File: config.mk
export PLATFORM = sky130hd
export DESIGN_NAME = cpu_core
export DESIGN_NICKNAME = d
export VERILOG_FILES = /design/src/source/cpu_pkg.sv /design/src/source/cpu_core.sv /design/src/source/result_select.sv /design/src/source/alu_execute.sv /design/src/source/instr_decode.sv /design/src/source/register_file.sv /design/src/source/imm_extend.sv
export VERILOG_INCLUDE_DIRS = /design/src /design/src/source
export SDC_FILE = /design/constraint.sdc
export NUM_CORES = 1
export LEC_CHECK = 0
export ABC_AREA = 1
export BUFFER_PORTS_ARGS = -buffer_cell sky130_fd_sc_hd__buf_2
export CORE_UTILIZATION = 45
export CTS_CLUSTER_DIAMETER = 40
export DETAILED_ROUTE_END_ITERATION = 12
export HOLD_SLACK_MARGIN = 0.06
export PLACE_DENSITY = 0.66
export SLEW_MARGIN = 15
export SYNTH_ARGS = -nofsm -noshare
export SYNTH_HDL_FRONTEND = slang
export SYNTH_SLANG_ARGS = --single-unit
File: constraint.sdc
create_clock -name clk -period 5 [get_ports clk]
set_input_delay 1 -clock clk [delete_from_list [all_inputs] [get_ports clk]]
set_output_delay 1 -clock clk [all_outputs]
set_load 0.005 [all_outputs]
File: src/source/cpu_settings.svh
`ifndef CPU_SETTINGS_SVH
`define CPU_SETTINGS_SVH

// datapath and address width.
`define CPU_WORD_WIDTH 16

// number of general registers.
`define CPU_REG_COUNT 4

// pc value after reset.
`define CPU_RESET_PC 0

`endif
File: src/source/cpu_pkg.sv
package cpu_pkg;

    // --------------------------------------------------
    // instruction classes, from instr[15:12].
    // --------------------------------------------------
    typedef enum logic [3:0] {
        OP_BNE = 4'd0,
        OP_BEQ = 4'd1,
        OP_BGZ = 4'd2,
        OP_BLZ = 4'd3,
        OP_ADI = 4'd4,
        OP_ORI = 4'd5,
        OP_LHI = 4'd6,
        OP_LWD = 4'd7,
        OP_SWD = 4'd8,
        OP_JMP = 4'd9,
        OP_JAL = 4'd10,
        OP_ALU = 4'd15  // r-type, see funct.
    } opcode_e;

    // r-type function field, instr[5:0].
    typedef enum logic [5:0] {
        FN_ADD = 6'd0,
        FN_SUB = 6'd1,
        FN_AND = 6'd2,
        FN_ORR = 6'd3,
        FN_NOT = 6'd4,
        FN_TCP = 6'd5,
        FN_SHL = 6'd6,
        FN_SHR = 6'd7,
        FN_JPR = 6'd25,
        FN_JRL = 6'd26
    } funct_e;

    // how the 8-bit immediate is widened.
    typedef enum logic [1:0] {
        EXT_SIGN,
        EXT_ZERO_HIGH,  // upper byte cleared.
        EXT_ZERO_LOW,   // imm lands in the upper byte.
        EXT_NONE
    } ext_kind_e;

    typedef enum logic [1:0] {
        WB_ALU,
        WB_MEM,
        WB_LINK
    } wb_src_e;

endpackage

File: src/source/cpu_core.sv
`include "cpu_settings.svh"

module cpu_core import cpu_pkg::*; (
    input  logic                        clk,
    input  logic                        rst_n,
    input  logic [`CPU_WORD_WIDTH-1:0]  instr,
    input  logic                        instr_valid,
    input  logic [`CPU_WORD_WIDTH-1:0]  mem_rdata,
    output logic [`CPU_WORD_WIDTH-1:0]  pc,
    output logic                        mem_read,
    output logic                        mem_write,
    output logic [`CPU_WORD_WIDTH-1:0]  mem_addr,
    output logic [`CPU_WORD_WIDTH-1:0]  mem_wdata,
    output logic                        wb_en,
    output logic [1:0]                  wb_reg,
    output logic [`CPU_WORD_WIDTH-1:0]  wb_data,
    output logic                        illegal
);

    // --------------------------------------------------
    // decode to execute wiring
    // --------------------------------------------------
    opcode_e                    opcode;
    funct_e                     funct;
    wb_src_e                    wb_src;
    logic [1:0]                 rs_addr;
    logic [1:0]                 rt_addr;
    logic [7:0]                 imm;
    logic [11:0]                target;
    logic                       use_imm;
    logic                       is_branch;
    logic                       is_jump;
    logic                       is_jump_reg;
    logic                       branch_taken;
    logic [`CPU_WORD_WIDTH-1:0] rs_data;
    logic [`CPU_WORD_WIDTH-1:0] ext_value;
    logic [`CPU_WORD_WIDTH-1:0] jump_target;
    logic [`CPU_WORD_WIDTH-1:0] pc_next_seq;

    instr_decode decode_i (
        .instr(instr), .instr_valid(instr_valid),
        .opcode(opcode), .funct(funct),
        .rs_addr(rs_addr), .rt_addr(rt_addr), .rd_addr(wb_reg),
        .imm(imm), .target(target),
        .reg_write(wb_en), .mem_read(mem_read), .mem_write(mem_write),
        .use_imm(use_imm), .is_branch(is_branch), .is_jump(is_jump),
        .is_jump_reg(is_jump_reg), .illegal(illegal), .wb_src(wb_src)
    );

    imm_extend extend_i (
        .opcode(opcode), .imm(imm), .target(target), .pc_next_seq(pc_next_seq),
        .ext_value(ext_value), .jump_target(jump_target)
    );

    // store data is the rt read port.
    register_file regs_i (
        .clk(clk), .rst_n(rst_n),
        .rs_addr(rs_addr), .rt_addr(rt_addr),
        .wr_en(wb_en), .wr_addr(wb_reg), .wr_data(wb_data),
        .rs_data(rs_data), .rt_data(mem_wdata)
    );

    alu_execute execute_i (
        .opcode(opcode), .funct(funct),
        .rs_data(rs_data), .rt_data(mem_wdata), .ext_value(ext_value), .use_imm(use_imm),
        .alu_result(mem_addr), .branch_taken(branch_taken)
    );

    result_select result_i (
        .clk(clk), .rst_n(rst_n), .instr_valid(instr_valid), .wb_src(wb_src),
        .alu_result(mem_addr), .mem_rdata(mem_rdata),
        .ext_value(ext_value), .jump_target(jump_target), .rs_data(rs_data),
        .branch_taken(branch_taken), .is_branch(is_branch),
        .is_jump(is_jump), .is_jump_reg(is_jump_reg),
        .pc(pc), .pc_next_seq(pc_next_seq), .wb_data(wb_data)
    );

endmodule

File: src/source/result_select.sv
`include "cpu_settings.svh"

module result_select import cpu_pkg::*; (
    input  logic                        clk,
    input  logic                        rst_n,
    input  logic                        instr_valid,
    input  wb_src_e                     wb_src,
    input  logic [`CPU_WORD_WIDTH-1:0]  alu_result,
    input  logic [`CPU_WORD_WIDTH-1:0]  mem_rdata,
    input  logic [`CPU_WORD_WIDTH-1:0]  ext_value,
    input  logic [`CPU_WORD_WIDTH-1:0]  jump_target,
    input  logic [`CPU_WORD_WIDTH-1:0]  rs_data,
    input  logic                        branch_taken,
    input  logic                        is_branch,
    input  logic                        is_jump,
    input  logic                        is_jump_reg,
    output logic [`CPU_WORD_WIDTH-1:0]  pc,
    output logic [`CPU_WORD_WIDTH-1:0]  pc_next_seq,
    output logic [`CPU_WORD_WIDTH-1:0]  wb_data
);

    logic [`CPU_WORD_WIDTH-1:0] branch_target;
    logic [`CPU_WORD_WIDTH-1:0] pc_next;

    assign pc_next_seq   = pc + `CPU_WORD_WIDTH'(1);
    assign branch_target = pc_next_seq + ext_value;

    always_comb begin
        case (wb_src)
            WB_MEM:  wb_data = mem_rdata;
            WB_LINK: wb_data = pc_next_seq;  // return address.
            default: wb_data = alu_result;
        endcase
    end

    // --------------------------------------------------
    // next pc, register jump wins.
    // --------------------------------------------------
    always_comb begin
        if (is_jump_reg) begin
            pc_next = rs_data;
        end else if (is_jump) begin
            pc_next = jump_target;
        end else if (is_branch && branch_taken) begin
            pc_next = branch_target;
        end else begin
            pc_next = pc_next_seq;
        end
    end

    always_ff @(posedge clk or negedge rst_n) begin
        if (!rst_n) begin
            pc <= `CPU_WORD_WIDTH'(`CPU_RESET_PC);
        end else if (instr_valid) begin
            pc <= pc_next;
        end
    end

endmodule

File: src/source/alu_execute.sv
`include "cpu_settings.svh"

module alu_execute import cpu_pkg::*; (
    input  opcode_e                     opcode,
    input  funct_e                      funct,
    input  logic [`CPU_WORD_WIDTH-1:0]  rs_data,
    input  logic [`CPU_WORD_WIDTH-1:0]  rt_data,
    input  logic [`CPU_WORD_WIDTH-1:0]  ext_value,
    input  logic                        use_imm,
    output logic [`CPU_WORD_WIDTH-1:0]  alu_result,
    output logic                        branch_taken
);

    logic [`CPU_WORD_WIDTH-1:0] op_a;
    logic [`CPU_WORD_WIDTH-1:0] op_b;

    assign op_a = rs_data;
    assign op_b = use_imm ? ext_value : rt_data;

    // --------------------------------------------------
    // arithmetic and logic
    // --------------------------------------------------
    always_comb begin
        alu_result = '0;
        case (opcode)
            OP_ADI, OP_LWD, OP_SWD: alu_result = op_a + op_b;  // also the memory address.
            OP_ORI: alu_result = op_a | op_b;
            OP_LHI: alu_result = op_b;
            OP_ALU: begin
                case (funct)
                    FN_ADD:  alu_result = op_a + op_b;
                    FN_SUB:  alu_result = op_a - op_b;
                    FN_AND:  alu_result = op_a & op_b;
                    FN_ORR:  alu_result = op_a | op_b;
                    FN_NOT:  alu_result = ~op_a;
                    FN_TCP:  alu_result = ~op_a + `CPU_WORD_WIDTH'(1);
                    FN_SHL:  alu_result = op_a << 1;
                    FN_SHR:  alu_result = $signed(op_a) >>> 1;  // keeps the sign bit.
                    default: alu_result = '0;
                endcase
            end
            default: alu_result = '0;
        endcase
    end

    // --------------------------------------------------
    // branch conditions
    // --------------------------------------------------
    always_comb begin
        case (opcode)
            OP_BNE:  branch_taken = (rs_data != rt_data);
            OP_BEQ:  branch_taken = (rs_data == rt_data);
            OP_BGZ:  branch_taken = ($signed(rs_data) > 0);
            OP_BLZ:  branch_taken = ($signed(rs_data) < 0);
            default: branch_taken = 1'b0;
        endcase
    end

endmodule

File: src/source/instr_decode.sv
`include "cpu_settings.svh"

module instr_decode import cpu_pkg::*; (
    input  logic [`CPU_WORD_WIDTH-1:0]  instr,
    input  logic                        instr_valid,
    output opcode_e                     opcode,
    output funct_e                      funct,
    output logic [1:0]                  rs_addr,
    output logic [1:0]                  rt_addr,
    output logic [1:0]                  rd_addr,
    output logic [7:0]                  imm,
    output logic [11:0]                 target,
    output logic                        reg_write,
    output logic                        mem_read,
    output logic                        mem_write,
    output logic                        use_imm,
    output logic                        is_branch,
    output logic                        is_jump,
    output logic                        is_jump_reg,
    output logic                        illegal,
    output wb_src_e                     wb_src
);

    logic dec_reg_write;
    logic dec_mem_read;
    logic dec_mem_write;
    logic dec_use_imm;
    logic dec_branch;
    logic dec_jump;
    logic dec_jump_reg;
    logic dec_legal;

    // --------------------------------------------------
    // field split
    // --------------------------------------------------
    assign opcode  = opcode_e'(instr[15:12]);
    assign funct   = funct_e'(instr[5:0]);
    assign rs_addr = instr[11:10];
    assign rt_addr = instr[9:8];
    assign imm     = instr[7:0];
    assign target  = instr[11:0];

    always_comb begin
        dec_reg_write = 1'b0;
        dec_mem_read  = 1'b0;
        dec_mem_write = 1'b0;
        dec_use_imm   = 1'b0;
        dec_branch    = 1'b0;
        dec_jump      = 1'b0;
        dec_jump_reg  = 1'b0;
        dec_legal     = 1'b1;
        wb_src        = WB_ALU;
        rd_addr       = instr[9:8];  // rt by default.
        case (opcode)
            OP_BNE, OP_BEQ, OP_BGZ, OP_BLZ: dec_branch = 1'b1;
            OP_ADI, OP_ORI, OP_LHI: begin
                dec_reg_write = 1'b1;
                dec_use_imm   = 1'b1;
            end
            OP_LWD: begin
                dec_reg_write = 1'b1;
                dec_use_imm   = 1'b1;
                dec_mem_read  = 1'b1;
                wb_src        = WB_MEM;
            end
            OP_SWD: begin
                dec_use_imm   = 1'b1;
                dec_mem_write = 1'b1;
            end
            OP_JMP: dec_jump = 1'b1;
            OP_JAL: begin
                dec_jump      = 1'b1;
                dec_reg_write = 1'b1;
                wb_src        = WB_LINK;
                rd_addr       = 2'd2;  // link register.
            end
            OP_ALU: begin
                case (funct)
                    FN_ADD, FN_SUB, FN_AND, FN_ORR,
                    FN_NOT, FN_TCP, FN_SHL, FN_SHR: begin
                        dec_reg_write = 1'b1;
                        rd_addr       = instr[7:6];
                    end
                    FN_JPR: dec_jump_reg = 1'b1;
                    FN_JRL: begin
                        dec_jump_reg  = 1'b1;
                        dec_reg_write = 1'b1;
                        wb_src        = WB_LINK;
                        rd_addr       = 2'd2;
                    end
                    default: dec_legal = 1'b0;
                endcase
            end
            default: dec_legal = 1'b0;
        endcase
    end

    // nothing leaves the decoder while idle.
    assign reg_write   = instr_valid & dec_reg_write;
    assign mem_read    = instr_valid & dec_mem_read;
    assign mem_write   = instr_valid & dec_mem_write;
    assign use_imm     = instr_valid & dec_use_imm;
    assign is_branch   = instr_valid & dec_branch;
    assign is_jump     = instr_valid & dec_jump;
    assign is_jump_reg = instr_valid & dec_jump_reg;
    assign illegal     = instr_valid & ~dec_legal;

endmodule

File: src/source/register_file.sv
`include "cpu_settings.svh"

module register_file (
    input  logic                        clk,
    input  logic                        rst_n,
    input  logic [1:0]                  rs_addr,
    input  logic [1:0]                  rt_addr,
    input  logic                        wr_en,
    input  logic [1:0]                  wr_addr,
    input  logic [`CPU_WORD_WIDTH-1:0]  wr_data,
    output logic [`CPU_WORD_WIDTH-1:0]  rs_data,
    output logic [`CPU_WORD_WIDTH-1:0]  rt_data
);

    logic [`CPU_WORD_WIDTH-1:0] regs [`CPU_REG_COUNT];

    // --------------------------------------------------
    // write port
    // --------------------------------------------------
    always_ff @(posedge clk or negedge rst_n) begin
        if (!rst_n) begin
            for (int i = 0; i < `CPU_REG_COUNT; i++) begin
                regs[i] <= '0;
            end
        end else if (wr_en) begin
            regs[wr_addr] <= wr_data;
        end
    end

    // --------------------------------------------------
    // read ports, no bypass.
    // --------------------------------------------------
    assign rs_data = regs[rs_addr];
    assign rt_data = regs[rt_addr];

endmodule

File: src/source/imm_extend.sv
`include "cpu_settings.svh"

module imm_extend import cpu_pkg::*; (
    input  opcode_e                     opcode,
    input  logic [7:0]                  imm,
    input  logic [11:0]                 target,
    input  logic [`CPU_WORD_WIDTH-1:0]  pc_next_seq,
    output logic [`CPU_WORD_WIDTH-1:0]  ext_value,
    output logic [`CPU_WORD_WIDTH-1:0]  jump_target
);

    ext_kind_e ext_kind;

    always_comb begin
        case (opcode)
            OP_ADI, OP_LWD, OP_SWD,
            OP_BNE, OP_BEQ, OP_BGZ, OP_BLZ: ext_kind = EXT_SIGN;
            OP_ORI:  ext_kind = EXT_ZERO_HIGH;
            OP_LHI:  ext_kind = EXT_ZERO_LOW;
            default: ext_kind = EXT_NONE;
        endcase
    end

    always_comb begin
        case (ext_kind)
            EXT_SIGN:      ext_value = {{(`CPU_WORD_WIDTH-8){imm[7]}}, imm};
            EXT_ZERO_HIGH: ext_value = {{(`CPU_WORD_WIDTH-8){1'b0}}, imm};
            EXT_ZERO_LOW:  ext_value = {imm, {(`CPU_WORD_WIDTH-8){1'b0}}};
            default:       ext_value = '0;
        endcase
    end

    // page bits come from the sequential pc.
    assign jump_target = {pc_next_seq[`CPU_WORD_WIDTH-1:12], target};

endmodule

==> impl_metrics.py, run 1 <==
metrics = {
    "run_status": {
        "outcome": "finished with violations",
        "failed_checks": "negative setup slack",
    },
    "global_routing": {
        "grt_use_total_pct": 42.6,
        "grtUsageMet3_pct": 7.91,
        "grt_pass1_wl_um": 78800,
        "grt_pass1_vias": 13600,
        "antenna_found_initial": 0,
        "grt_max_degree": 48,
        "grtUsageMet1_pct": 60.1,
        "grtUsageMet2_pct": 61.6,
        "overflow": 0,
        "busiest_layer": "met2",
    },
    "logic_synthesis": {
        "synth_edf_count": 0,
        "ys_warn_count": 0,
        "ys.flop_type": "dfrtp_1",
        "synth-seq-area-share_pct": 18.4,
        "yosysMostFrequentCell": "nand2_1",
        "ys_types": 51,
        "syn_inst": 1925,
        "syn_nets": 2032,
        "avgSynthCellArea_um2": 5.67,
        "synthesis.area_um2": 10900,
        "synth_top_cell_by_area": "nand2_1",
        "synth_common_cells": "696 x nand2_1, 230 x nand3_1, 224 x inv_1",
        "synth_area_leaders": "nand2_1 24%, dfrtp_1 18%, nand3_1 11%",
        "async_reset_ff_share_pct": 100,
        "yosys_register_bits": 80,
        "yosys.area.top_type_share_pct": 24.0,
    },
    "pwr": {
        "power.leakage_uw": 0.00878,
        "p_sw_uw": 2520,
        "p_int_uw": 2670,
        "power_frac_seq_pct": 18.6,
        "ir_worst_vdd_mv": 0.187,
        "netSwitchingFraction_pct": 48.5,
        "comb_power_share_pct": 68.0,
        "pwr-share-clk_pct": 13.4,
        "cellPowerDensity_nw_per_um2": 321,
    },
    "worst_setup_path": {
        "r2r-end": "result_i.pc[15]",
        "critPathMaxStageDelay_ns": 0.30,
        "path_buf_inv": 8,
        "worstPathRequired_ns": 4.00,
        "reg2reg_slack_ns": 0.86,
        "r2r_start": "result_i.pc[0]",
        "worstSetupStartpointType": "input port",
        "ff2ff_path_depth": 20,
        "cpMaxStageDelayCell": "nand3_1",
        "critPathKind": "input port to primary output",
        "cp_top_family": "simple AND/OR/NAND/NOR gates",
        "cp.arrival_ns": 4.25,
        "crit_path_end_kind": "primary output",
        "cpMostUsedCell": "inv_2",
        "path_max_fanout": 8,
    },
    "floorplan": {
        "die-height_um": 158,
        "core-area_um2": 23600,
        "initial_core_util_pct": 46.2,
        "ios": 105,
        "die_w_um": 158,
        "die-area_um2": 24900,
        "fp-row-count": 56,
    },
    "sta": {
        "final_max_slew_viol_count": 0,
        "slew_headroom_pct": 34.9,
        "clock.fmax_ghz": 0.190,
        "rsz0062_at_grt": "true",
        "worst_slew_pin_slew_ns": 0.966,
        "hold_viol": 0,
        "whs_ns": 0.486,
        "finalSetupViolations": 16,
        "skew_ns": 0.0159,
        "finalWorstSetupSlack_ns": -0.252,
        "fin_crit_sh_pct": 105,
        "period_needed_ns": 5.25,
    },
    "clocking": {
        "clk_pin_slew_ns": 0.07,
        "clk_path_buf_depth": 2,
        "cts-root-buf": "clkbuf_16",
        "ctsHtreeMaxLevel": 3,
        "clk_latency_ns": 0.37,
        "cts_inserted_buffers": 9,
        "cts_tree": "yes",
        "clock-sinks": 80,
    },
    "hold_path": {
        "hp-class": "flop to flop",
        "min_to": "regs_i.regs[39]",
        "hp-start": "regs_i.regs[39]",
        "hold-path-cell-count": 2,
    },
    "flow_run": {
        "timing.max_cap.violations": 0,
    },
    "routing": {
        "vias": 15400,
        "wire_per_inst_um": 20.2,
        "drt-initial-drc-count": 1920,
        "vias_per_cell": 5.75,
        "ant_nets": 0,
        "totalWireLength_um": 54200,
        "drt_first_pass_iters": 6,
        "drc_errors": 0,
    },
    "final_layout": {
        "nets": 2464,
        "post-route-util_pct": 68.3,
        "diodes": 0,
        "fin_cells": 2681,
        "drive_gt1_share_pct": 32.9,
        "syn2layout_area_growth_pct": 47.9,
    },
    "placement": {
        "globalplace.congestion": 1.03,
        "dp_cells": 2604,
        "io_buffers": 104,
        "place_hpwl_um": 41400,
    },
}
-- timing repair --
action,in CTS,in global routing
setup endpoints to repair,29,26
cloned,0,1
hold endpoints to repair,0,0
pin swaps,70,84
gates resized for setup,224,150
hold buffers,0,0
setup buffers,43,24
-- flip-flops by register name, indices dropped and copies added (netlist names) --
| signal | cells |
|---|---|
| result_i.pc | 16 |
| regs_i.regs | 64 |
-- power by group through the flow --
stage	Combinational [µW]	Sequential [µW]	Clock, µW
finish	3520	962	696
floorplan	1540	934	0
global placement	2770	961	0
detailed placement	2790	967	0
global route	3800	980	710
CTS	3140	955	688
-- worst min-delay path: stages (launching register included) --
cell	delay, ns
dfrtp_1	0.35
nand2_1	0.06
nand2_1	0.05
-- cell usage in the layout (no fill, tap or decap), types with 42 or more instances in the layout --
cell     Yosys  layout
nand2_1    696     648
buf_4        3     356
nand3_1    230     212
inv_1      224     191
buf_2       24      95
nor2_1     118      87
o21ai_0    111      84
dfrtp_1     80      80
a21oi_1     87      65
nand2_2      8      43
ha_1        69      42
-- per-stage QoR --
step	setup TNS, ns	total power [µW]	setup WS, ns	cell area (µm²)
after floorplan	0	2480	0.0468	10900
after global placement	-9.98	3730	-0.781	14000
after detailed placement	-10.47	3760	-0.726	14000
after CTS	-0.562	4780	-0.103	15400
after global routing	-4.88	5490	-0.433	16100
final	-2.02	5180	-0.252	16100
-- cell families after synthesis --
logic type	count (synthesis)	synth area share, %
xor gates and xnor gates	30	2.41
AOI/OAI and AO/OA	305	15.8
adders and majority gates	72	8.47
buffers and inverters	313	11.5
DFF	80	18.4
and+or+nand+nor	1124	43.4
muxes	1	0.0918
-- final cells by class --
type | count | area [µm²]
inverters | 242 | 936
clock inverters | 6 | 47.5
flip-flops and latches | 80 | 2000
repair buffers | 492 | 3700
fillers | 2181 | 7470
clock buffers | 10 | 239
well taps | 319 | 399
multi-input cells | 1532 | 8820
-- worst max-delay path by stage --
stage / from / to / slack (ns) / cells past startpoint
after floorplan: instr[13] / wb_data[8] / 0.05 / 25
after global placement: instr[13] / wb_data[11] / -0.78 / 24
after detailed placement: instr[13] / wb_data[11] / -0.73 / 26
after CTS: instr[13] / wb_data[15] / -0.10 / 30
after global routing: instr[12] / wb_data[7] / -0.43 / 25
final: instr[14] / wb_data[7] / -0.25 / 25
-- layer usage --
metal,up-vias,share of wire [%]
li1,7123,-
met1,7155,42
met3,163,11
met4,0,5.5
met2,971,42
met5,-,0
(Power assumes the default switching activity.)
==> inputs of run 2 (changes only) <==
==> constraint.sdc (replaced) <==
create_clock -name clk -period 5 [get_ports clk]
set_input_delay 0.25 -clock clk [delete_from_list [all_inputs] [get_ports clk]]
set_output_delay 0.25 -clock clk [all_outputs]
set_load 0.005 [all_outputs]
==> impl_metrics.py, run 2 (synthesis gave the netlist of run 1 again) <==
metrics = {
    "sta": {
        "finalSetupViolations": 0,
        "hold_viol": 0,
        "setup-tns-final_ns": 0,
        "finalWorstSetupSlack_ns": 0.295,
        "period_needed_ns": 4.70,
        "rsz0062_at_grt": "false",
        "fin_crit_sh_pct": 94.1,
        "slew_headroom_pct": 35.2,
        "clock.fmax_ghz": 0.213,
        "skew_ns": 0.0153,
        "worst_slew_pin_slew_ns": 0.962,
        "final_max_slew_viol_count": 0,
    },
    "routing": {
        "vias_per_cell": 5.82,
        "drt-initial-drc-count": 1809,
        "wire_per_inst_um": 20.6,
        "drc_errors": 0,
        "vias": 13600,
        "totalWireLength_um": 48000,
        "ant_nets": 0,
        "drt_first_pass_iters": 8,
    },
    "pwr": {
        "power_frac_seq_pct": 23.2,
        "netSwitchingFraction_pct": 51.0,
        "ir_worst_vdd_mv": 0.217,
        "pwr-share-clk_pct": 19.3,
        "p_total_uw": 4110,
        "p_int_uw": 2010,
        "comb_power_share_pct": 57.5,
        "power.leakage_uw": 0.00684,
        "p_sw_uw": 2100,
        "cellPowerDensity_nw_per_um2": 340,
    },
    "clocking": {
        "clk_path_buf_depth": 2,
        "cts_inserted_buffers": 9,
        "cts_setup_buffers": 0,
        "cts_tree": "yes",
        "clk_pin_slew_ns": 0.07,
        "clock-sinks": 80,
        "ctsHtreeMaxLevel": 3,
        "clk_latency_ns": 0.37,
        "cts-root-buf": "clkbuf_16",
    },
    "floorplan": {
        "core-area_um2": 23600,
        "die-area_um2": 24900,
        "initial_core_util_pct": 46.2,
        "die_w_um": 158,
        "die-height_um": 158,
        "ios": 105,
        "fp-row-count": 56,
    },
    "final_layout": {
        "drive_gt1_share_pct": 9.70,
        "largest_registers": "regs_i.regs x64, result_i.pc x16",
        "final_common_cell": "nand2_1",
        "diodes": 0,
        "largest_reg_flops": 64,
        "nets": 2112,
        "final_cell_mix": "696 x nand2_1, 230 x nand3_1, 224 x inv_1",
        "syn2layout_area_growth_pct": 11.1,
        "top_register": "regs_i.regs",
    },
    "global_routing": {
        "grt_use_total_pct": 38.7,
        "overflow": 0,
        "antenna_found_initial": 1,
        "grt_pass1_vias": 12000,
        "grt_pass1_wl_um": 71000,
        "grt_max_degree": 56,
    },
    "hold_path": {
        "hp-class": "input port to flop",
    },
    "placement": {
        "place_ws_ns": 0.360,
        "globalplace.congestion": 1.02,
        "place_hpwl_um": 37700,
        "io_buffers": 104,
    },
    "worst_setup_path": {
        "worstSetupStartpointType": "input port",
        "cp.arrival_ns": 4.45,
        "critPathKind": "input port to primary output",
        "path_max_fanout": 17,
        "reg2reg_slack_ns": 0.83,
        "worstPathRequired_ns": 4.75,
        "crit_path_end_kind": "primary output",
    },
    "flow_run": {
        "timing.max_cap.violations": 0,
    },
    "run_status": {
        "outcome": "completed",
    },
}
==> run 2: path summary, 6_finish.rpt <==
path,start,end,cells after the start
min,instr[4],result_i.pc[4],5
max,instr[15],wb_data[14],24
max in group asynchronous,rst_n,result_i.pc[5],3
max reg2reg,result_i.pc[0],result_i.pc[13],18
min reg2reg,regs_i.regs[29],regs_i.regs[29],2
min in group asynchronous,rst_n,regs_i.regs[17],2
==> run 2: per-stage QoR <==
step                hold slack [ns]  cells  instance area [µm²]  utilization (%)
finish                        0.251   2329                12100             51.3
floorplan                   -0.0456   1925                10900                -
detailed placement            0.189   2312                11800             49.9
CTS                           0.248   2329                12100             51.3
global placement              0.182   2312                11800             49.9
global route                  0.305   2329                12100             51.3
==> run 2: final cells by class <==
type,instances,area (µm²)
clock buffer,9,225
clock inverter,7,108
fill,2562,11500
inverter,242,908
multi-input combinational,1532,7650
sequential,80,2000
tap,319,399
timing repair buffer,140,821
==> run 2: what timing repair did <==
action	CTS	global route
endpoints found under the hold margin	25	0
hold buffers	1	0
endpoints found under the setup margin	0	3
resized for setup	0	4
==> run 2: layer usage <==
metal | vias to the layer above | global-route usage (%) | routed length, µm
met3 | 98 | 4.74 | 4830
li1 | 6409 | - | -
met2 | 767 | 56.2 | 19700
met1 | 6285 | 55.7 | 21000
met4 | 2 | 19.6 | 2460
met5 | - | 0 | 13
==> run 2: critical path, stage by stage <==
cell and delay, ns:
buf_2 0.10, inv_1 0.18, nand2_1 0.16, nor2_1 0.22, inv_1 0.08, buf_4 0.22
o21ai_0 0.52, o21ai_1 0.26, inv_1 0.13, ha_1 0.32, inv_1 0.20, nand2_1 0.13
nor2_1 0.19, nand4_1 0.11, nand3_1 0.18, nand2_1 0.08, inv_1 0.07, o21ai_0 0.08
nand3_1 0.10, nand4_1 0.09, nand2_1 0.09, nand3_1 0.31, and2_1 0.26, buf_2 0.12
==> run 2: power by group through the flow <==
stage	clock, µW	combinational (µW)	sequential (µW)
floorplan	0	1540	934
global placement	0	2260	957
detailed placement	0	2280	964
CTS	795	2290	952
global route	812	2610	978
finish	793	2360	956
==> inputs of run 3 (changes only) <==
--- a/config.mk
+++ b/config.mk
@@ -8,11 +8,11 @@
 export LEC_CHECK = 0
 export ABC_AREA = 1
 export BUFFER_PORTS_ARGS = -buffer_cell sky130_fd_sc_hd__buf_2
-export CORE_UTILIZATION = 45
+export CORE_UTILIZATION = 56
 export CTS_CLUSTER_DIAMETER = 40
 export DETAILED_ROUTE_END_ITERATION = 12
 export HOLD_SLACK_MARGIN = 0.06
-export PLACE_DENSITY = 0.66
+export PLACE_DENSITY = 0.79
 export SLEW_MARGIN = 15
 export SYNTH_ARGS = -nofsm -noshare
 export SYNTH_HDL_FRONTEND = slang
==> impl_metrics.py, run 3 (synthesis gave the netlist of run 1 again) <==
metrics = {
    "pwr": {
        "cellPowerDensity_nw_per_um2": 338,
        "p_total_uw": 4030,
        "ir_worst_vdd_mv": 0.271,
        "power.leakage_uw": 0.00678,
    },
    "global_routing": {
        "grt_use_total_pct": 45.9,
        "antenna_found_initial": 0,
        "overflow": 0,
        "grt_max_degree": 58,
        "grt_pass1_vias": 12300,
        "grt_pass1_wl_um": 69300,
    },
    "sta": {
        "slew_headroom_pct": 21.5,
        "skew_ns": 0.0136,
        "setup-tns-final_ns": 0,
        "whs_ns": 0.281,
        "clock.fmax_ghz": 0.211,
        "fin_crit_sh_pct": 95.0,
        "finalSetupViolations": 0,
        "final_max_slew_viol_count": 0,
        "worst_slew_pin_slew_ns": 1.17,
        "hold_viol": 0,
        "period_needed_ns": 4.75,
        "rsz0062_at_grt": "false",
    },
    "clocking": {
        "cts_inserted_buffers": 9,
        "clk_pin_slew_ns": 0.07,
        "cts_tree": "yes",
        "ctsHtreeMaxLevel": 3,
        "clk_latency_ns": 0.36,
        "clk_path_buf_depth": 2,
        "clock-sinks": 80,
        "cts-root-buf": "clkbuf_16",
    },
    "routing": {
        "drt-initial-drc-count": 2234,
        "vias_per_cell": 6.09,
        "totalWireLength_um": 45900,
        "wire_per_inst_um": 20.3,
        "vias": 13800,
        "drt_first_pass_iters": 6,
        "ant_nets": 0,
        "drc_errors": 0,
    },
    "final_layout": {
        "final_cell_mix": "696 x nand2_1, 230 x nand3_1, 224 x inv_1",
        "drive_gt1_share_pct": 9.34,
        "post-route-util_pct": 63.2,
        "syn2layout_area_growth_pct": 9.43,
        "largest_reg_flops": 64,
        "diodes": 0,
        "nets": 2104,
        "final_common_cell": "nand2_1",
        "top_register": "regs_i.regs",
        "largest_registers": "regs_i.regs x64, result_i.pc x16",
    },
    "worst_setup_path": {
        "critPathKind": "input port to primary output",
        "cpMaxStageDelayCell": "fa_1",
        "worstSetupStartpointType": "input port",
        "critPathMaxStageDelay_ns": 0.46,
        "r2r-end": "result_i.pc[15]",
        "cp.arrival_ns": 4.50,
        "cpMostUsedCell": "nand2_1",
        "r2r_start": "result_i.pc[0]",
        "path_buf_inv": 5,
        "cp_top_family": "simple AND/OR/NAND/NOR gates",
        "path_max_fanout": 10,
        "ff2ff_path_depth": 20,
        "worstPathCellList": "buf_2 > nor2_1 > a21oi_1 > inv_2 > o21ai_2 > o21ai_0 > nand2_1 > inv_1 > ha_1 > inv_1 > fa_1 > nand3b_1 > nand2_1 > a21oi_1 > o21ai_0 > nand2_1 > nand3_1 > nand2_1 > nor2_1 > o21ai_0 > nand2_1 > nand4_1 > and2_1 > buf_2",
        "crit_path_end_kind": "primary output",
        "reg2reg_slack_ns": 1.06,
        "worstPathRequired_ns": 4.75,
    },
    "placement": {
        "globalplace.congestion": 1.09,
        "io_buffers": 104,
        "place_hpwl_um": 35300,
    },
    "floorplan": {
        "initial_core_util_pct": 57.7,
        "die-area_um2": 20000,
        "core-area_um2": 18900,
        "die-height_um": 142,
        "ios": 105,
        "die_w_um": 142,
        "fp-row-count": 50,
    },
    "flow_run": {
        "timing.max_cap.violations": 0,
    },
    "run_status": {
        "outcome": "completed",
    },
    "hold_path": {
        "hp-class": "input port to flop",
        "min_to": "result_i.pc[3]",
        "hp-start": "instr[3]",
        "hold-path-cell-count": 5,
    },
}
[run 3: changes by cell type in the layout (fill, tap and decap cells not counted), sizes merged]
cell and change:
clkinvlp -1, bufinv -1, inv -1, buf -8, clkinv +3
[run 3: tightest hold or removal path, stage by stage]
cell and delay, ns:
buf_2 0.09, a21oi_1 0.07, nand2_1 0.07, nand2_1 0.04
o21ai_0 0.07
[run 3: final cells by class]
class / instances / area [µm²]
flip-flops and latches: 80 / 2000
fillers: 1878 / 6960
clock inverters: 7 / 87.6
well taps: 260 / 325
multi-input cells: 1532 / 7650
clock buffers: 9 / 225
repair buffers: 132 / 736
inverters: 242 / 908
[run 3: timing repair]
item	in CTS	in global routing
endpoints found under the hold margin	23	0
endpoints found under the setup margin	0	2
resized for setup	0	1
setup buffers	0	0
hold buffers	1	0
[run 3: how the worst max path moves through the flow]
stage	start	endpoint	slack, ns	cells past startpoint
floorplan	instr[15]	wb_data[11]	1.38	23
global placement	instr[14]	wb_data[11]	0.50	23
detailed placement	instr[13]	wb_data[11]	0.37	23
CTS	instr[13]	wb_data[11]	0.36	23
global route	instr[13]	wb_data[8]	0.005	24
finish	instr[13]	wb_data[8]	0.25	24
[run 3: through the flow]
step | setup slack [ns] | cells | area, µm²
2_1_floorplan | 1.38 | 1925 | 10900
3_3_place_gp | 0.496 | 2245 | 11600
3_5_place_dp | 0.375 | 2245 | 11600
4_1_cts | 0.359 | 2262 | 11900
5_1_grt | 0.00541 | 2262 | 11900
6_report | 0.251 | 2262 | 11900
[run 3: power breakdown]
part	total, µW	internal [µW]	switching, µW	leakage [µW]
sequential	955	816	139	0.00104
clock	724	399	324	0.000154
combinational	2350	741	1610	0.00559
[run 3: layer usage]
layer / global-route usage [%] / routed length (µm) / up-vias / part of all wire [%]
met4: 23.7 / 2540 / 0 / 5.5
li1: - / - / 6390 / -
met2: 67.1 / 18800 / 1034 / 41
met3: 11.6 / 6400 / 129 / 14
met1: 62.2 / 18100 / 6221 / 40
met5: 0 / 0 / - / 0
